$ cat src/icache_ctrl_pkg.sv
//**************************************************************************
// Shared constants and types of the instruction cache control unit.
// Register word offsets are decoded from address bits 7 to 2 of the
// peripheral port. Other files refer to these by scoped names.
//**************************************************************************

`default_nettype none

package icache_ctrl_pkg;

   // Width of bus data, address and selective-flush address
   localparam int unsigned DataWidth = 32;

   // Word offset field taken from the bus address
   localparam int unsigned RegOffsetWidth = 6;

   localparam logic [RegOffsetWidth-1:0] RegEnable   = 6'd0;  // Enable or disable all caches
   localparam logic [RegOffsetWidth-1:0] RegFlush    = 6'd1;  // Flush L1 and L2
   localparam logic [RegOffsetWidth-1:0] RegFlushL1  = 6'd2;  // Flush L1 ports only
   localparam logic [RegOffsetWidth-1:0] RegSelFlush = 6'd3;  // Flush one address everywhere
   localparam logic [RegOffsetWidth-1:0] RegPrefetch = 6'd7;  // Per-core prefetch enable

   // Read data for any offset that is not mapped
   localparam logic [DataWidth-1:0] UnmappedValue = 32'hDEAD_CA5E;

   // Command handed to the ack trackers, selects which ack clears a unit
   typedef enum logic [1:0] {
      CMD_ENABLE    = 2'b00,
      CMD_DISABLE   = 2'b01,
      CMD_FLUSH     = 2'b10,
      CMD_SEL_FLUSH = 2'b11
   } cache_cmd_e;

   // Bus sequencer state
   typedef enum logic {
      IDLE = 1'b0,  // Granting, single-cycle answers
      BUSY = 1'b1   // Waiting for cache acks
   } seq_state_e;

endpackage

`default_nettype wire

$ cat src/icache_ack_tracker.sv
//**************************************************************************
// Tracks the pending acknowledgements of one cache level during a command.
// Loaded with a participation mask on start, it drives the flush requests
// of the pending units and reports done once every unit has answered.
// Instantiated once for the L1 ports and once for the L2 banks.
//**************************************************************************

`default_nettype none
`timescale 1ns/10ps

module icache_ack_tracker #(
   parameter int unsigned N = 1
) (
   input  logic                        clk_i,
   input  logic                        rst_ni,

   input  logic                        start_i,
   input  icache_ctrl_pkg::cache_cmd_e cmd_i,
   input  logic [N-1:0]                part_i,

   input  logic [N-1:0]                enable_ack_i,
   input  logic [N-1:0]                disable_ack_i,
   input  logic [N-1:0]                flush_ack_i,
   input  logic [N-1:0]                sel_flush_ack_i,

   output logic [N-1:0]                flush_req_o,
   output logic [N-1:0]                sel_flush_req_o,
   output logic                        done_o
);

   logic [N-1:0]                pending_q;
   logic [N-1:0]                ack_match;
   icache_ctrl_pkg::cache_cmd_e cmd_q;

   // Pick the ack that completes the command in flight
   always_comb begin
      case (cmd_q)
         icache_ctrl_pkg::CMD_ENABLE:    ack_match = enable_ack_i;
         icache_ctrl_pkg::CMD_DISABLE:   ack_match = disable_ack_i;
         icache_ctrl_pkg::CMD_FLUSH:     ack_match = flush_ack_i;
         icache_ctrl_pkg::CMD_SEL_FLUSH: ack_match = sel_flush_ack_i;
         default:                        ack_match = '0;
      endcase
   end

   always_ff @(posedge clk_i or negedge rst_ni) begin
      if (!rst_ni) begin
         pending_q <= '0;
         cmd_q     <= icache_ctrl_pkg::CMD_DISABLE;
      end else if (start_i) begin
         pending_q <= part_i;
         cmd_q     <= cmd_i;
      end else begin
         pending_q <= pending_q & ~ack_match;  // Drop units that answered
      end
   end

   // Requests are levels, held while the unit is still pending
   assign flush_req_o     = (cmd_q == icache_ctrl_pkg::CMD_FLUSH) ? pending_q : '0;
   assign sel_flush_req_o = (cmd_q == icache_ctrl_pkg::CMD_SEL_FLUSH) ? pending_q : '0;

   assign done_o = ~|pending_q;

endmodule

`default_nettype wire

$ cat src/icache_ctrl_fsm.sv
//**************************************************************************
// Bus sequencer of the instruction cache control unit.
// Grants in IDLE and answers plain accesses on the next cycle. A command
// write moves it to BUSY until both cache levels report done, then it
// answers the bus and clears the flush register.
//**************************************************************************

`default_nettype none
`timescale 1ns/10ps

module icache_ctrl_fsm #(
   parameter int unsigned IdWidth = 5
) (
   input  logic               clk_i,
   input  logic               rst_ni,

   input  logic               req_i,
   input  logic               wen_i,      // 1 is a read
   input  logic [IdWidth-1:0] id_i,
   output logic               gnt_o,

   input  logic               cmd_valid_i,
   input  logic               l1_done_i,
   input  logic               l2_done_i,

   output logic               wr_en_o,
   output logic               rd_en_o,
   output logic               clear_flush_o,

   output logic               r_valid_o,
   output logic               r_opc_o,
   output logic [IdWidth-1:0] r_id_o
);

   icache_ctrl_pkg::seq_state_e state_q;
   icache_ctrl_pkg::seq_state_e state_d;

   logic               accept;
   logic               finish;
   logic               resp_d;
   logic               r_valid_q;
   logic [IdWidth-1:0] r_id_q;

   assign gnt_o  = (state_q == icache_ctrl_pkg::IDLE);
   assign accept = req_i & gnt_o;

   assign wr_en_o = accept & ~wen_i;
   assign rd_en_o = accept & wen_i;

   // Command done on both levels
   assign finish        = (state_q == icache_ctrl_pkg::BUSY) & l1_done_i & l2_done_i;
   assign clear_flush_o = finish;

   always_comb begin
      state_d = state_q;
      case (state_q)
         icache_ctrl_pkg::IDLE: begin
            if (cmd_valid_i) begin
               state_d = icache_ctrl_pkg::BUSY;
            end
         end
         icache_ctrl_pkg::BUSY: begin
            if (finish) begin
               state_d = icache_ctrl_pkg::IDLE;
            end
         end
         default: state_d = icache_ctrl_pkg::IDLE;
      endcase
   end

   // Plain accesses answer at once, commands when the caches are done
   assign resp_d = (accept & ~cmd_valid_i) | finish;

   always_ff @(posedge clk_i or negedge rst_ni) begin
      if (!rst_ni) begin
         state_q   <= icache_ctrl_pkg::IDLE;
         r_valid_q <= 1'b0;
      end else begin
         state_q   <= state_d;
         r_valid_q <= resp_d;
      end
   end

   // Id of the access in flight
   always_ff @(posedge clk_i) begin
      if (accept) begin
         r_id_q <= id_i;
      end
   end

   assign r_valid_o = r_valid_q;
   assign r_id_o    = r_id_q;
   assign r_opc_o   = 1'b0;     // No error responses

endmodule

`default_nettype wire

$ cat src/icache_ctrl_regs.sv
//**************************************************************************
// Control registers of the instruction cache control unit.
// Decodes bus writes, launches commands towards the ack trackers and
// registers the read data one cycle after an accepted access.
// Write and read strobes come from the bus sequencer.
//**************************************************************************

`default_nettype none
`timescale 1ns/10ps

module icache_ctrl_regs #(
   parameter int unsigned NbCores = 8,
   parameter int unsigned NbBanks = 4
) (
   input  logic                                     clk_i,
   input  logic                                     rst_ni,

   input  logic                                     wr_en_i,
   input  logic                                     rd_en_i,
   input  logic                                     clear_flush_i,
   input  logic [icache_ctrl_pkg::DataWidth-1:0]    addr_i,
   input  logic [icache_ctrl_pkg::DataWidth-1:0]    wdata_i,
   output logic [icache_ctrl_pkg::DataWidth-1:0]    rdata_o,

   output logic [NbCores+NbBanks-1:0]               enable_o,
   output logic [icache_ctrl_pkg::DataWidth-1:0]    sel_flush_addr_o,
   output logic [NbCores-1:0]                       prefetch_o,

   output logic                                     cmd_valid_o,
   output icache_ctrl_pkg::cache_cmd_e              cmd_o,
   output logic [NbCores-1:0]                       l1_part_o,
   output logic [NbBanks-1:0]                       l2_part_o
);

   localparam int unsigned NbUnits = NbCores + NbBanks;

   logic [icache_ctrl_pkg::RegOffsetWidth-1:0] offset;
   logic [NbUnits-1:0]                         enable_q;
   logic [NbUnits-1:0]                         flush_q;
   logic [icache_ctrl_pkg::DataWidth-1:0]      sel_flush_q;
   logic [NbCores-1:0]                         prefetch_q;
   logic [icache_ctrl_pkg::DataWidth-1:0]      enable_word;
   logic [icache_ctrl_pkg::DataWidth-1:0]      flush_word;
   logic [icache_ctrl_pkg::DataWidth-1:0]      prefetch_word;
   logic [icache_ctrl_pkg::DataWidth-1:0]      rdata_q;

   assign offset = addr_i[icache_ctrl_pkg::RegOffsetWidth+1:2];

   // Command launch, same cycle as the accepted write
   always_comb begin
      cmd_valid_o = 1'b0;
      cmd_o       = icache_ctrl_pkg::CMD_ENABLE;
      l1_part_o   = '0;
      l2_part_o   = '0;
      if (wr_en_i) begin
         case (offset)
            icache_ctrl_pkg::RegEnable: begin
               cmd_valid_o = 1'b1;
               cmd_o       = wdata_i[0] ? icache_ctrl_pkg::CMD_ENABLE
                                        : icache_ctrl_pkg::CMD_DISABLE;
               l1_part_o   = '1;
               l2_part_o   = '1;
            end
            icache_ctrl_pkg::RegFlush: begin
               cmd_valid_o = 1'b1;
               cmd_o       = icache_ctrl_pkg::CMD_FLUSH;
               l1_part_o   = {NbCores{wdata_i[0]}};
               l2_part_o   = {NbBanks{wdata_i[0]}};
            end
            icache_ctrl_pkg::RegFlushL1: begin
               cmd_valid_o = 1'b1;
               cmd_o       = icache_ctrl_pkg::CMD_FLUSH;
               l1_part_o   = {NbCores{wdata_i[0]}};  // Banks stay out
            end
            icache_ctrl_pkg::RegSelFlush: begin
               cmd_valid_o = 1'b1;
               cmd_o       = icache_ctrl_pkg::CMD_SEL_FLUSH;
               l1_part_o   = '1;
               l2_part_o   = '1;
            end
            default: ;  // Prefetch and unmapped writes launch nothing
         endcase
      end
   end

   always_ff @(posedge clk_i or negedge rst_ni) begin
      if (!rst_ni) begin
         enable_q    <= '0;
         flush_q     <= '0;
         sel_flush_q <= '0;
         prefetch_q  <= '0;
      end else if (wr_en_i) begin
         case (offset)
            icache_ctrl_pkg::RegEnable:   enable_q    <= {NbUnits{wdata_i[0]}};
            icache_ctrl_pkg::RegFlush:    flush_q     <= {NbUnits{wdata_i[0]}};
            icache_ctrl_pkg::RegFlushL1:  flush_q     <= {{NbBanks{1'b0}}, {NbCores{wdata_i[0]}}};
            icache_ctrl_pkg::RegSelFlush: sel_flush_q <= wdata_i;
            icache_ctrl_pkg::RegPrefetch: prefetch_q  <= wdata_i[NbCores-1:0];
            default: ;
         endcase
      end else if (clear_flush_i) begin
         flush_q <= '0;  // Flush finished on every unit
      end
   end

   // Zero-extended views for read-back
   always_comb begin
      enable_word                  = '0;
      enable_word[NbUnits-1:0]     = enable_q;
      flush_word                   = '0;
      flush_word[NbUnits-1:0]      = flush_q;
      prefetch_word                = '0;
      prefetch_word[NbCores-1:0]   = prefetch_q;
   end

   always_ff @(posedge clk_i) begin
      if (rd_en_i) begin
         case (offset)
            icache_ctrl_pkg::RegEnable:   rdata_q <= enable_word;
            icache_ctrl_pkg::RegFlush:    rdata_q <= flush_word;
            icache_ctrl_pkg::RegSelFlush: rdata_q <= sel_flush_q;
            icache_ctrl_pkg::RegPrefetch: rdata_q <= prefetch_word;
            default:                      rdata_q <= icache_ctrl_pkg::UnmappedValue;
         endcase
      end else if (wr_en_i) begin
         rdata_q <= '0;  // Writes answer with zero
      end
   end

   assign rdata_o          = rdata_q;
   assign enable_o         = enable_q;
   assign sel_flush_addr_o = sel_flush_q;
   assign prefetch_o       = prefetch_q;

endmodule

`default_nettype wire

$ cat src/icache_ctrl_top.sv
//**************************************************************************
// Top level of the two-level instruction cache control unit.
// Connects the peripheral port to the registers and the bus sequencer,
// and drives the L1 ports and L2 banks through one ack tracker each.
//**************************************************************************

`default_nettype none
`timescale 1ns/10ps

module icache_ctrl_top #(
   parameter int unsigned NbCores = 8,
   parameter int unsigned NbBanks = 4,
   parameter int unsigned IdWidth = 5
) (
   input  logic                                  clk_i,
   input  logic                                  rst_ni,

   input  logic                                  req_i,
   input  logic [icache_ctrl_pkg::DataWidth-1:0] addr_i,
   input  logic                                  wen_i,
   input  logic [icache_ctrl_pkg::DataWidth-1:0] wdata_i,
   input  logic [3:0]                            be_i,     // Byte enables not used
   input  logic [IdWidth-1:0]                    id_i,
   output logic                                  gnt_o,
   output logic                                  r_valid_o,
   output logic                                  r_opc_o,
   output logic [IdWidth-1:0]                    r_id_o,
   output logic [icache_ctrl_pkg::DataWidth-1:0] r_rdata_o,

   output logic [NbCores-1:0]                    l1_bypass_req_o,
   input  logic [NbCores-1:0]                    l1_bypass_ack_i,
   output logic [NbCores-1:0]                    l1_flush_req_o,
   input  logic [NbCores-1:0]                    l1_flush_ack_i,
   output logic [NbCores-1:0]                    l1_sel_flush_req_o,
   output logic [icache_ctrl_pkg::DataWidth-1:0] l1_sel_flush_addr_o,
   input  logic [NbCores-1:0]                    l1_sel_flush_ack_i,

   output logic [NbBanks-1:0]                    l2_enable_req_o,
   input  logic [NbBanks-1:0]                    l2_enable_ack_i,
   output logic [NbBanks-1:0]                    l2_disable_req_o,
   input  logic [NbBanks-1:0]                    l2_disable_ack_i,
   output logic [NbBanks-1:0]                    l2_flush_req_o,
   input  logic [NbBanks-1:0]                    l2_flush_ack_i,
   output logic [NbBanks-1:0]                    l2_sel_flush_req_o,
   output logic [icache_ctrl_pkg::DataWidth-1:0] l2_sel_flush_addr_o,
   input  logic [NbBanks-1:0]                    l2_sel_flush_ack_i,

   output logic [NbCores-1:0]                    prefetch_enable_o
);

   logic [NbCores+NbBanks-1:0]                  enable;
   logic [icache_ctrl_pkg::DataWidth-1:0]       sel_flush_addr;
   logic                                        wr_en;
   logic                                        rd_en;
   logic                                        clear_flush;
   logic                                        cmd_valid;
   icache_ctrl_pkg::cache_cmd_e                 cmd;
   logic [NbCores-1:0]                          l1_part;
   logic [NbBanks-1:0]                          l2_part;
   logic                                        l1_done;
   logic                                        l2_done;

   // Enable levels straight from the enable register
   assign l1_bypass_req_o     = ~enable[NbCores-1:0];
   assign l2_enable_req_o     = enable[NbCores+NbBanks-1:NbCores];
   assign l2_disable_req_o    = ~enable[NbCores+NbBanks-1:NbCores];
   assign l1_sel_flush_addr_o = sel_flush_addr;
   assign l2_sel_flush_addr_o = sel_flush_addr;

   icache_ctrl_regs #(
      .NbCores (NbCores),
      .NbBanks (NbBanks)
   ) i_regs (
      .clk_i            (clk_i),
      .rst_ni           (rst_ni),
      .wr_en_i          (wr_en),
      .rd_en_i          (rd_en),
      .clear_flush_i    (clear_flush),
      .addr_i           (addr_i),
      .wdata_i          (wdata_i),
      .rdata_o          (r_rdata_o),
      .enable_o         (enable),
      .sel_flush_addr_o (sel_flush_addr),
      .prefetch_o       (prefetch_enable_o),
      .cmd_valid_o      (cmd_valid),
      .cmd_o            (cmd),
      .l1_part_o        (l1_part),
      .l2_part_o        (l2_part)
   );

   icache_ctrl_fsm #(
      .IdWidth (IdWidth)
   ) i_fsm (
      .clk_i         (clk_i),
      .rst_ni        (rst_ni),
      .req_i         (req_i),
      .wen_i         (wen_i),
      .id_i          (id_i),
      .gnt_o         (gnt_o),
      .cmd_valid_i   (cmd_valid),
      .l1_done_i     (l1_done),
      .l2_done_i     (l2_done),
      .wr_en_o       (wr_en),
      .rd_en_o       (rd_en),
      .clear_flush_o (clear_flush),
      .r_valid_o     (r_valid_o),
      .r_opc_o       (r_opc_o),
      .r_id_o        (r_id_o)
   );

   // L1 answers enable and disable through its bypass ack
   icache_ack_tracker #(
      .N (NbCores)
   ) i_l1_tracker (
      .clk_i           (clk_i),
      .rst_ni          (rst_ni),
      .start_i         (cmd_valid),
      .cmd_i           (cmd),
      .part_i          (l1_part),
      .enable_ack_i    (~l1_bypass_ack_i),
      .disable_ack_i   (l1_bypass_ack_i),
      .flush_ack_i     (l1_flush_ack_i),
      .sel_flush_ack_i (l1_sel_flush_ack_i),
      .flush_req_o     (l1_flush_req_o),
      .sel_flush_req_o (l1_sel_flush_req_o),
      .done_o          (l1_done)
   );

   icache_ack_tracker #(
      .N (NbBanks)
   ) i_l2_tracker (
      .clk_i           (clk_i),
      .rst_ni          (rst_ni),
      .start_i         (cmd_valid),
      .cmd_i           (cmd),
      .part_i          (l2_part),
      .enable_ack_i    (l2_enable_ack_i),
      .disable_ack_i   (l2_disable_ack_i),
      .flush_ack_i     (l2_flush_ack_i),
      .sel_flush_ack_i (l2_sel_flush_ack_i),
      .flush_req_o     (l2_flush_req_o),
      .sel_flush_req_o (l2_sel_flush_req_o),
      .done_o          (l2_done)
   );

endmodule

`default_nettype wire

$ cat config.mk
export PLATFORM = sky130hd
export DESIGN_NAME = icache_ctrl_top
export DESIGN_NICKNAME = d
export VERILOG_FILES = /design/src/icache_ctrl_pkg.sv /design/src/icache_ack_tracker.sv /design/src/icache_ctrl_fsm.sv /design/src/icache_ctrl_regs.sv /design/src/icache_ctrl_top.sv
export SDC_FILE = /design/constraint.sdc
export NUM_CORES = 1
export LEC_CHECK = 0
export ABC_AREA = 1
export BUFFER_PORTS_ARGS = -buffer_cell sky130_fd_sc_hd__buf_2
export CAP_MARGIN = 20
export CELL_PAD_IN_SITES_DETAIL_PLACEMENT = 1
export CELL_PAD_IN_SITES_GLOBAL_PLACEMENT = 1
export CORE_AREA = 5 5 132 134
export CTS_CLUSTER_DIAMETER = 50
export DETAILED_ROUTE_END_ITERATION = 6
export DIE_AREA = 0 0 137 139
export HOLD_SLACK_MARGIN = 0.12
export PLACE_DENSITY_LB_ADDON = 0.1
export SKIP_LAST_GASP = 1
export SLEW_MARGIN = 20
export SYNTH_ARGS = -nofsm -noshare
export SYNTH_HDL_FRONTEND = slang
export SYNTH_SLANG_ARGS = --single-unit
$ cat constraint.sdc
create_clock -name clk_i -period 1.9 [get_ports clk_i]
set_input_delay 0.57 -clock clk_i [delete_from_list [all_inputs] [get_ports clk_i]]
set_output_delay 0.57 -clock clk_i [all_outputs]
set_load 0.02 [all_outputs]
==> metrics.cfg <==
[final_layout]
multi_input_area_um2 = 1690
final_area_um2 = 6440
nFillCells = 2005
num-nets-final = 900
layout.cells.non_filler = 1008
seq_area_um2 = 2590
drive_gt1_share_pct = 38.5
area_growth_pct = 32.0
antenna_cells = 0
fin_util_pct = 39.8

[critical_path]
required_ns = 1.33
crit_type = reg2out
cp.arrival_ns = 1.38
start_kind = flop
critical_path.max_fanout = 13
cp_cell_sequence = nand2_4 -> nor2_1 -> buf_4
cp_slowest_cell = dfstp_2
slowest_delay_ns = 0.60
crit_buf_inv = 1
critical-path-top-delay-family = flip-flops
end_kind = output port

[floorplan]
io_pins = 269
die_w_um = 137
initial_utilization_pct = 30.1
die_h_um = 139
core_um2 = 16200
std_cell_rows = 47
die_area_um2 = 19000

[status]
status = finished with violations
violations = negative setup slack

[yosys]
synthFlopType = dfrtp_1
syn_inst = 582
syn_nets = 699
syn_avg_cell_area_um2 = 8.38
yosysSeqAreaShare_pct = 53.1
synth_edf_count = 37
synth.top_cell.area_share_pct = 29.8
yosysWarnings = 0
synth.most_common_cell = nand2_1
ys_seq_elements = 96
async_flop_share_pct = 61.5
syn_area_um2 = 4870
yosysTopAreaCell = dfrtp_1
synthTopCellsByArea = dfrtp_1, edfxtp_1, nand2_1, buf_4, nand3_1
netlist_top_cells_count = nand2_1, nor2_1, nand3_1
synth.distinct_cells = 27

[global_routing]
grt_pass1_wl_um = 26000
grt_max_degree = 60
grt_overflow = 0
grt_pass1_vias = 4936
antenna_found_initial = 2
track_usage_pct = 17.3

[drt]
ant_nets = 0
drt_first_pass_iters = 4
drt_iter0_markers = 112
drc = 0
via_per_inst = 4.52
wl_per_cell_um = 16.5
via_count = 4553
drt_wl_total_um = 16600

[sta]
timing.hold.ws_ns = 0.233
grt_setup_unrepaired = yes
hold_viol = 0
setup_tns_ns = -0.266
max_freq_mhz = 514
fin_ws_ns = -0.0463
skew_ns = 0.00834
maxSlewViolCount = 0
final.min_clock_period_ns = 1.95
fin_crit_sh_pct = 102
setup_violations = 19

[placement]
dp_slack_ns = -0.00221
placed_area_um2 = 6070
dp.cells = 990
io_buffers = 237
routabilityCongestion = 0.800
dp_hpwl_um = 13000

[cts]
cts_buffer_depth = 2
cts-root-buf = clkbuf_16
cts_tree = yes
clock_sinks = 96
cts_max_level = 3
clock_latency_ns = 0.34
cts-buffers-inserted = 9
clk_pin_slew_ns = 0.07

[hold_path]
hp-class = in2async

[flow_run]
drv_cap = 0

[pwr]
ir_worst_vdd_mv = 0.417
powerDensity_nw_per_um2 = 950
power.clock.fraction_pct = 27.7
switchingPower_mw = 2.19
p_leak_nw = 3.43
total_power_mw = 6.11
p_sw_share_pct = 35.8
seqPwrFrac_pct = 43.5
p_comb_share_pct = 28.8
p_int_mw = 3.93

[routing by layer]
metal / share of wire [%] / vias up / routed length [um] / global-route usage, %
met4: 1.8 / 4 / 293 / 5.67
met5: 0.13 / - / 21 / 0
met3: 6.4 / 19 / 1070 / 3.01
met2: 50 / 157 / 8370 / 31.0
li1: - / 2230 / - / -
met1: 41 / 2143 / 6840 / 20.7
[power groups by stage]
stage / combinational, mW / clock (mW) / sequential, mW
detailed placement: 1.74 / 0 / 2.69
CTS: 1.78 / 1.76 / 2.67
global placement: 1.71 / 0 / 2.68
floorplan: 0.826 / 0 / 2.95
finish: 1.76 / 1.69 / 2.66
global route: 1.91 / 1.83 / 2.70
[timing repair]
| item | CTS | global route |
|---|---|---|
| setup endpoints to repair | 24 | 36 |
| setup buffers | 1 | 0 |
| resized for setup | 16 | 14 |
| gates cloned | 1 | 0 |
| hold buffers | 0 | 0 |
| pin swaps | 0 | 0 |
[area by class of cell]
class	instances	share of cell area, %
well taps	220	4.28
multi-input cells	372	26.2
repair buffers	262	22.5
inverters	42	2.49
clock buffers	9	3.50
flip-flops and latches	96	40.2
clock inverters	7	0.739
[cell usage in the layout (no fill, tap or decap)]
cell type,instances
conb_1,1
dfrtp_2,1
nand3_2,2
inv_6,1
buf_2,225
a21oi_1,23
clkinv_2,2
nor2_2,6
edfxtp_1,37
nand3_1,66
inv_2,4
dfrtp_1,57
nand4_1,7
clkinv_4,2
clkinvlp_4,1
buf_4,32
nor2_4,5
nor3_1,2
buf_6,2
nand2_1,153
o21ai_0,24
nand2_4,4
o21a_1,2
nor2_8,1
inv_1,37
clkbuf_16,9
o21ai_1,2
buf_12,3
clkinv_1,1
inv_4,1
nor2_1,71
dfstp_2,1
nand2_2,1
o211ai_1,2
[flip-flops by register name, summed over array words and instances, names as in the netlist]
signal / cells
i_regs.sel_flush_addr_o: 32
i_l2_tracker.cmd_q: 2
i_fsm.r_id_o: 5
i_fsm.r_valid_o: 1
i_l1_tracker.pending_q: 8
i_regs.rdata_o: 32
i_regs.prefetch_o: 8
i_regs.enable_o: 1
i_l2_tracker.pending_q: 4
i_regs.flush_q: 2
i_fsm.state_q: 1
[worst paths after layout]
check,start,to,slack [ns],cells after the start
hold / removal,rst_ni,i_regs.sel_flush_addr_o[1],0.23,2
setup / recovery,i_l2_tracker.cmd_q[0],l1_sel_flush_req_o[2],-0.05,3
hold reg to reg,i_l1_tracker.pending_q[5],i_l1_tracker.pending_q[5],0.50,2
min in group clk_i,id_i[1],i_fsm.r_id_o[1],0.40,1
max in group asynchronous,rst_ni,i_l2_tracker.cmd_q[0],1.37,2
setup reg to reg,i_l2_tracker.cmd_q[1],i_l1_tracker.pending_q[4],0.31,8
[logic make-up (layout without fill, tap and decap cells)]
family	after synthesis	in the layout	synth area share (%)
and+or+nand+nor	317	318	28.0
buffers and inverters	115	320	13.2
DFF	96	96	53.1
AOI/OAI and AO/OA	53	53	5.65
other	1	1	0.0769
(Power assumes the default switching activity.)
